<file path="config.mk">
export PLATFORM = sky130hd
export DESIGN_NAME = biosTop
export DESIGN_NICKNAME = d
export VERILOG_FILES = /design/src/verilog/biosPkg.sv /design/src/verilog/biosCmdDecode.sv /design/src/verilog/biosScheduler.sv /design/src/verilog/biosTop.sv /design/src/verilog/millisTimer.sv /design/src/verilog/quantumCounter.sv
export VERILOG_INCLUDE_DIRS = /design/src /design/src/verilog
export SDC_FILE = /design/constraint.sdc
export NUM_CORES = 1
export LEC_CHECK = 0
export BUFFER_PORTS_ARGS = -buffer_cell sky130_fd_sc_hd__buf_2
export CAP_MARGIN = 20
export CELL_PAD_IN_SITES_DETAIL_PLACEMENT = 1
export CELL_PAD_IN_SITES_GLOBAL_PLACEMENT = 1
export CORE_UTILIZATION = 40
export DETAILED_ROUTE_END_ITERATION = 10
export HOLD_SLACK_MARGIN = 0.02
export PLACE_DENSITY_LB_ADDON = 0.1
export RECOVER_POWER = 50
export SYNTH_ARGS = -nofsm -noshare
export SYNTH_HDL_FRONTEND = slang
export SYNTH_HIERARCHICAL = 1
export SYNTH_SLANG_ARGS = --single-unit
</file>
<file path="constraint.sdc">
create_clock -name clk -period 2.8 [get_ports clk]
set_input_delay 0.7 -clock clk [delete_from_list [all_inputs] [get_ports clk]]
set_output_delay 0.7 -clock clk [all_outputs]
set_load 0.1 [all_outputs]
</file>
<file path="src/verilog/bios_macros.svh">
`ifndef BIOS_MACROS_SVH
`define BIOS_MACROS_SVH

// widths seen by the processor side
`define BIOS_OP_WIDTH 8
`define BIOS_DATA_WIDTH 32

// clock cycles per millisecond tick, 50 MHz board clock
`define BIOS_MILLIS_CYCLES 50000

// supervisor opcodes, upper nibble 4'hb marks a bios call
`define BIOS_OP_GETTIME 8'b1011_0000 // read millisecond timer
`define BIOS_OP_LOCK 8'b1011_0001 // hold the time slice
`define BIOS_OP_RELEASE 8'b1011_0010 // free the time slice
`define BIOS_OP_GETQUANTUM 8'b1011_0011 // read slice count
`define BIOS_OP_SETQUANTUM 8'b1011_0100 // load slice length
`define BIOS_OP_BIOSINT 8'b1011_0101 // hand cpu to user program

// halt sits outside the bios block, it is a plain cpu instruction
`define BIOS_OP_HALT 8'b0000_0001

`endif

</file>
<file path="src/verilog/biosPkg.sv">
package biosPkg;

	`include "bios_macros.svh"

	// supervisor states with a fixed 2-bit encoding
	typedef enum logic [1:0]
	{
		INV = 2'd0, // one cycle of init after reset
		BIOSEXEC = 2'd1, // bios owns the cpu
		PROCESSEXEC = 2'd2, // user program running
		PROCESSINT = 2'd3 // user program interrupted and waiting for cpu
	} biosState_t;

	// commands decoded from the processor opcode
	typedef enum logic [`BIOS_OP_WIDTH-1:0]
	{
		GETTIME = `BIOS_OP_GETTIME,
		LOCK = `BIOS_OP_LOCK,
		RELEASE = `BIOS_OP_RELEASE,
		GETQUANTUM = `BIOS_OP_GETQUANTUM,
		SETQUANTUM = `BIOS_OP_SETQUANTUM,
		BIOSINT = `BIOS_OP_BIOSINT,
		HALT = `BIOS_OP_HALT
	} biosOp_t;

	// data, info, slice and time words
	typedef logic [`BIOS_DATA_WIDTH-1:0] biosWord_t;

	// decoder to scheduler
	typedef struct packed
	{
		logic lockQuantum; // level set by LOCK and cleared by RELEASE
		logic releaseExec; // one cycle pulse from BIOSINT
		logic programDone; // one cycle pulse from HALT
	} cmdFlags_t;

endpackage

</file>
<file path="src/verilog/biosCmdDecode.sv">
module biosCmdDecode
(
	input logic clk,
	input logic rstN,
	input biosPkg::biosOp_t opCode, // sampled every edge
	input biosPkg::biosWord_t info, // operand for SETQUANTUM
	input biosPkg::biosWord_t quantumCount, // current slice count
	input biosPkg::biosWord_t millisTime, // ms since init
	output biosPkg::cmdFlags_t cmdFlags,
	output biosPkg::biosWord_t quantumLimit,
	output biosPkg::biosWord_t biosInfo
);

	import biosPkg::*;

	// one register stage, every result shows up right after the sampling edge
	always_ff @(posedge clk or negedge rstN)
	begin
		if (!rstN)
		begin
			cmdFlags <= '0;
			quantumLimit <= '0;
			biosInfo <= '0;
		end
		else
		begin
			// pulses default low, so each lasts one cycle
			cmdFlags.releaseExec <= 1'b0;
			cmdFlags.programDone <= 1'b0;

			case (opCode)
				LOCK:
				begin
					cmdFlags.lockQuantum <= 1'b1; // slice can't expire now
				end
				RELEASE:
				begin
					cmdFlags.lockQuantum <= 1'b0;
				end
				BIOSINT:
				begin
					cmdFlags.releaseExec <= 1'b1; // start user program
				end
				HALT:
				begin
					cmdFlags.programDone <= 1'b1; // user program finished
				end
				SETQUANTUM:
				begin
					quantumLimit <= info;
				end
				GETTIME:
				begin
					biosInfo <= millisTime;
				end
				GETQUANTUM:
				begin
					biosInfo <= quantumCount; // count as held at this edge
				end
				default:
				begin
					// ordinary cpu instruction, not for us
				end
			endcase
		end
	end

endmodule

</file>
<file path="src/verilog/biosScheduler.sv">
module biosScheduler
(
	input logic clk,
	input logic rstN,
	input biosPkg::cmdFlags_t cmdFlags, // from decoder, one cycle behind opCode
	input logic doneInst, // cpu finished its current instruction
	input logic quantumExpired, // slice count reached the limit
	output biosPkg::biosState_t state,
	output logic control // high while bios owns the cpu
);

	import biosPkg::*;

	biosState_t nextState;

	// next state
	always_comb
	begin
		nextState = state; // hold by default

		case (state)
			INV:
			begin
				nextState = BIOSEXEC; // init lasts exactly one cycle
			end
			BIOSEXEC:
			begin
				// bios asked to run the user program and cpu is between instructions
				if (cmdFlags.releaseExec && doneInst)
				begin
					nextState = PROCESSEXEC;
				end
			end
			PROCESSEXEC:
			begin
				if (cmdFlags.programDone)
				begin
					nextState = PROCESSINT; // halt wins even when locked
				end
				else if (quantumExpired && !cmdFlags.lockQuantum)
				begin
					nextState = PROCESSINT; // slice used up
				end
			end
			PROCESSINT:
			begin
				// wait for the cpu to finish the instruction in flight
				if (doneInst)
				begin
					nextState = BIOSEXEC;
				end
			end
			default:
			begin
				nextState = INV;
			end
		endcase
	end

	// state and control move together
	always_ff @(posedge clk or negedge rstN)
	begin
		if (!rstN)
		begin
			state <= INV;
			control <= 1'b0;
		end
		else
		begin
			state <= nextState;
			control <= (nextState == BIOSEXEC); // follows the new state, no lag
		end
	end

endmodule

</file>
<file path="src/verilog/biosTop.sv">
`include "bios_macros.svh"

module biosTop
#(
	parameter int millisCycles = `BIOS_MILLIS_CYCLES
)
(
	input logic clk,
	input logic rstN,
	input biosPkg::biosOp_t opCode, // from processor
	input biosPkg::biosWord_t info, // data word from processor
	input logic doneInst,
	output biosPkg::biosState_t state,
	output logic control,
	output biosPkg::biosWord_t biosInfo // answer to GETTIME / GETQUANTUM
);

	import biosPkg::*;

	cmdFlags_t cmdFlags; // decoder to scheduler
	biosWord_t quantumLimit;
	biosWord_t quantumCount;
	biosWord_t millisTime;
	logic quantumExpired;

	biosCmdDecode decode0
	(
		.clk(clk),
		.rstN(rstN),
		.opCode(opCode),
		.info(info),
		.quantumCount(quantumCount),
		.millisTime(millisTime),
		.cmdFlags(cmdFlags),
		.quantumLimit(quantumLimit),
		.biosInfo(biosInfo)
	);

	// the only control block, everything else is datapath around it
	biosScheduler sched0
	(
		.clk(clk),
		.rstN(rstN),
		.cmdFlags(cmdFlags),
		.doneInst(doneInst),
		.quantumExpired(quantumExpired),
		.state(state),
		.control(control)
	);

	quantumCounter quantum0
	(
		.clk(clk),
		.rstN(rstN),
		.state(state),
		.quantumLimit(quantumLimit),
		.quantumCount(quantumCount),
		.quantumExpired(quantumExpired)
	);

	millisTimer #(.millisCycles(millisCycles)) timer0
	(
		.clk(clk),
		.rstN(rstN),
		.state(state),
		.millisTime(millisTime)
	);

endmodule

</file>
<file path="src/verilog/millisTimer.sv">
`include "bios_macros.svh"

module millisTimer
#(
	parameter int millisCycles = `BIOS_MILLIS_CYCLES // clock cycles per ms
)
(
	input logic clk,
	input logic rstN,
	input biosPkg::biosState_t state,
	output biosPkg::biosWord_t millisTime // ms since INV ended
);

	import biosPkg::*;

	// prescaler needs at least one bit, even for a divisor of 1
	localparam int preWidth = (millisCycles > 1) ? $clog2(millisCycles) : 1;
	localparam logic [preWidth-1:0] preLast = preWidth'(millisCycles - 1);

	logic [preWidth-1:0] prescaler;
	logic msTick; // last cycle of a millisecond

	assign msTick = (prescaler == preLast);

	always_ff @(posedge clk or negedge rstN)
	begin
		if (!rstN)
		begin
			prescaler <= '0;
			millisTime <= '0;
		end
		else if (state == INV)
		begin
			// both held until init is over
			prescaler <= '0;
			millisTime <= '0;
		end
		else if (msTick)
		begin
			prescaler <= '0; // wrap
			millisTime <= millisTime + 1'b1;
		end
		else
		begin
			prescaler <= prescaler + 1'b1;
		end
	end

endmodule

</file>
<file path="src/verilog/quantumCounter.sv">
module quantumCounter
(
	input logic clk,
	input logic rstN,
	input biosPkg::biosState_t state,
	input biosPkg::biosWord_t quantumLimit, // loaded by SETQUANTUM
	output biosPkg::biosWord_t quantumCount,
	output logic quantumExpired
);

	import biosPkg::*;

	logic userSlice; // user program owns the slice
	logic countFull; // stop at all ones

	assign userSlice = (state == PROCESSEXEC) || (state == PROCESSINT);
	assign countFull = &quantumCount;

	// cycles since the slice began
	always_ff @(posedge clk or negedge rstN)
	begin
		if (!rstN)
		begin
			quantumCount <= '0;
		end
		else if (!userSlice)
		begin
			quantumCount <= '0; // INV and BIOSEXEC clear between slices
		end
		else if (!countFull)
		begin
			quantumCount <= quantumCount + 1'b1;
		end
	end

	// count starts at 0 on entry, so PROCESSEXEC lasts quantumLimit+1 cycles
	assign quantumExpired = (quantumCount >= quantumLimit);

endmodule
</file>
==> metrics.md <==
| Metric | Value |
|---|---|
| Final Max Tran Viols | 69 |
| Mapped Cells | 860 |
| Met3 wire len | between 600 and 700 um |
| Fmax | roughly 380 MHz |
| Synth Area in Simple Gates | 0.224 |
| Endpoints failing setup | 0 |
| Ys flop type | dfrtp_1 |
| H-tree depth | 4 |
| Most frequent cells in the layout | dfrtp_1 (150), nand3_1 (97), buf_2 (76), nand2_1 (65), nor2_1 (55) |
| Post-synthesis compound-gate area fraction | 0.123 |
| Switch Pwr | around 0.0014 W |
| CTS sink count | 150 |
| Register area share after synthesis | 0.446 |
| 1st-pass router iterations | 4 |
| Final TNS setup | 0 ps |
| Avg Inst Size Synth | about 9.8 um^2 |
| Area of the mapped netlist | roughly 0.0084 mm^2 |
| Die area | 0.0216 mm^2 |
| Critical Path Fanout Max | 4 |
| FP Rows | 52 |
| Setup WS pre-CTS | roughly 210 ps |
| Synth warn | 6 |
| Antenna diodes | 0 |
| Max-cap viol count | 2 |
| Reg2reg setup slack | about 160 ps |
| Final Hold Vio Count | 0 |
| Clock Skew | 12.3 ps |
| Main combinational cell family by area after synthesis | simple AND/OR/NAND/NOR gates |
| Final critical-path share of the clock period | 0.944 |
| Clk_lat worst skew | approximately 430 ps |
| Post-CTS sizing | 0 |
| Failing checks | capacitance limit, slew limit |
| Minimum clock period after layout | roughly 2600 ps |
| Gr ovfl total | 0 |
| Post-synth EDFFs | 0 |
| Commonest non-fill, non-tap cell in the layout | dfrtp_1 |
| Startpoint Class | flip-flop |
| WL/cell | just under 20 um |
| Total Nets Final | a little over 1000 |
| Vias in the first global route | between 7000 and 8000 |
| Core area | 0.0204 mm^2 |
| Cts bufs inserted | 17 |
| Critical path arrival | 2950 ps |
| Largest net degree at the start of global routing | 56 |
| Register area | 0.00375 mm^2 |
| WS Path Type | reg -> reg |
| GR Util All Layers | 0.233 |
| Post-Synth XOR/XNOR Area | 0.0447 |
| Critical path data required time | just over 3000 ps |
| Share of layout cells above drive strength 1 | 0.179 |
| Final GP Congestion | between 0.7 and 0.8 |
| Status | complete, but fails checks |
| Switch share | 0.243 |
| First-pass GRT wire length | about 40 mm |
| Via total after detailed routing | ~6900 |
| Clock power frac | 0.500 |
| DR vias/cell | roughly 5.7 |
| Post-route DRC | 0 |
| Sequential share of power | 0.413 |
| Area grow syn2layout | 15.1% |
| Syn_nets | around 940 |
| Cts hold-fix bufs | 0 |
| Post-DP Area | slightly above 0.009 mm^2 |
| Endpoint class of the critical path | flip-flop |
| Initial cell density of the core | 0.412 |
| Internal power | 0.00431 W |
| Worst slew margin | -0.132 |
| P per Cell Area | 588 mW/mm^2 |
| Multi-input gate area | approximately 0.0042 mm^2 |
| Reg clk slew, reported paths | 60 ps |
| FF+latch count, synth | 150 |
| Drt total wl | ~24 mm |
| Final HPWL DP | around 16 mm |
| Max Used Layer | met4 |
| Clk buf depth | 2 |
| Length of routed met2 wiring | 11.8 mm |
| Comb pwr share | 0.087 |
| Adder-Cell Fraction of Synth Area | 0.0520 |
| Setup ws final | approximately 160 ps |
| Setup bufs post-CTS | 0 |
| Initial antenna violation count | 0 |
| Starting DRT DRC Count | slightly below 300 |
| # port buffers | between 70 and 80 |
| Post-route ant nets | 0 |
| Met1 wire length | ~11 mm |
| CTS root buf | clkbuf_16 |
| Min-delay worst type | reg -> reg |
| Least-Margin Pin Slew | 1700 ps |
| CTS tree | yes |
| Max rail drop VDD | between 0.3 and 0.4 mV |
| Async set or reset register ratio after synthesis | 1.00 |
| Synth unique cells | 60 |
| Finished Cell Area | roughly 0.0097 mm^2 |
| DIE WIDTH | 147 um |
| Die Ht | around 150 um |
| Mux share of post-synthesis cell area | 0.0597 |
| # IOs | just under 80 |
| # fillers | 2363 |
| Leakage power | ~4.5 nW |
| RSZ-0062 raised after global routing | false |
[power groups by stage]
stage	combinational (W)	clock, W	sequential [W]
after floorplan	0.000293	0	0.00242
after global placement	0.000495	0	0.00239
after detailed placement	0.000518	0	0.00239
after CTS	0.000522	0.00290	0.00236
after global routing	0.000561	0.00299	0.00237
final	0.000496	0.00285	0.00236
[synthesized netlist by cell type (all sizes together) (3+ instances only)]
library cell	n	area, um^2
nor2	57	221
dfrtp	150	3750
and2	10	65.1
xnor2	19	166
xor2	24	210
o21ai	29	149
inv	40	150
nand2b	5	31.3
nand4	34	246
nand3	98	503
nor3	5	36.3
or4	6	45.0
nand2	66	255
or3	22	138
o21a	33	248
nor4	7	73.8
and4	11	97.6
mux2i	3	30.0
a21oi	42	210
and3	15	97.6
nor2b	4	25.0
o31ai	5	37.5
clkbuf	17	63.8
buf	29	208
mux2	32	473
a211oi	6	50.1
a31oi	34	213
ha	35	438
a21o	5	37.5
[through the flow]
stage | utilization | hold WS [ps] | cells | total power (W)
finish | 0.475 | 448 | 1211 | 0.00570
global route | 0.475 | 469 | 1211 | 0.00592
CTS | 0.479 | 236 | 1211 | 0.00578
detailed placement | 0.444 | 450 | 1179 | 0.00291
global placement | 0.444 | 436 | 1179 | 0.00288
floorplan | - | 404 | 860 | 0.00271
[path summary, 6_finish.rpt]
| path | cells past startpoint | start | endpoint |
|---|---|---|---|
| setup / recovery | 9 | quantum0/quantumCount[0]$_DFFE_PN0P_ | sched0/state[0]$_DFF_PN0_ |
| min in group asynchronous | 1 | rstN | decode0/quantumLimit[26]$_DFFE_PN0N_ |
| hold reg to reg | 1 | timer0/prescaler[0]$_DFF_PN0_ | timer0/prescaler[0]$_DFF_PN0_ |
| setup reg to reg | 9 | quantum0/quantumCount[0]$_DFFE_PN0P_ | sched0/state[0]$_DFF_PN0_ |
| hold / removal | 1 | timer0/prescaler[0]$_DFF_PN0_ | timer0/prescaler[0]$_DFF_PN0_ |
| max in group asynchronous | 2 | rstN | timer0/prescaler[14]$_DFF_PN0_ |
[critical path, cell delays in order, from the launching register on]
cell and delay (ps):
dfrtp_1 410, inv_1 110, ha_1 230, nand2b_1 140
a2111o_1 420, a311o_1 320, a211oi_1 520, o21ai_0 190
nand2b_1 100, a31oi_1 80
[logic make-up after synthesis]
kind of cell,Yosys count
flops,150
compound gates,164
mux,35
fa+ha+maj,35
xor+xnor,43
simple gates,346
buf+inv,87
[area by class of cell]
type,count,area share
clock inverter,15,0.0308
inverter,41,0.0159
timing repair buffer,95,0.0538
sequential,150,0.387
tap,270,0.0348
multi-input combinational,623,0.434
clock buffer,17,0.0439
[registers in the layout, indices dropped and copies added (netlist names)]
name                   flops
decode0/biosInfo          32
timer0/prescaler          16
sched0/state               2
decode0/cmdFlags           3
sched0/control             1
timer0/millisTime         32
quantum0/quantumCount     32
decode0/quantumLimit      32
[per-layer routing]
layer / global-route usage / up-vias
met2: 0.396 / 129
met3: 0.0366 / 18
met4: 0.0655 / 0
li1: - / 3234
met5: 0 / -
met1: 0.306 / 3537
(Power assumes the default switching activity.)
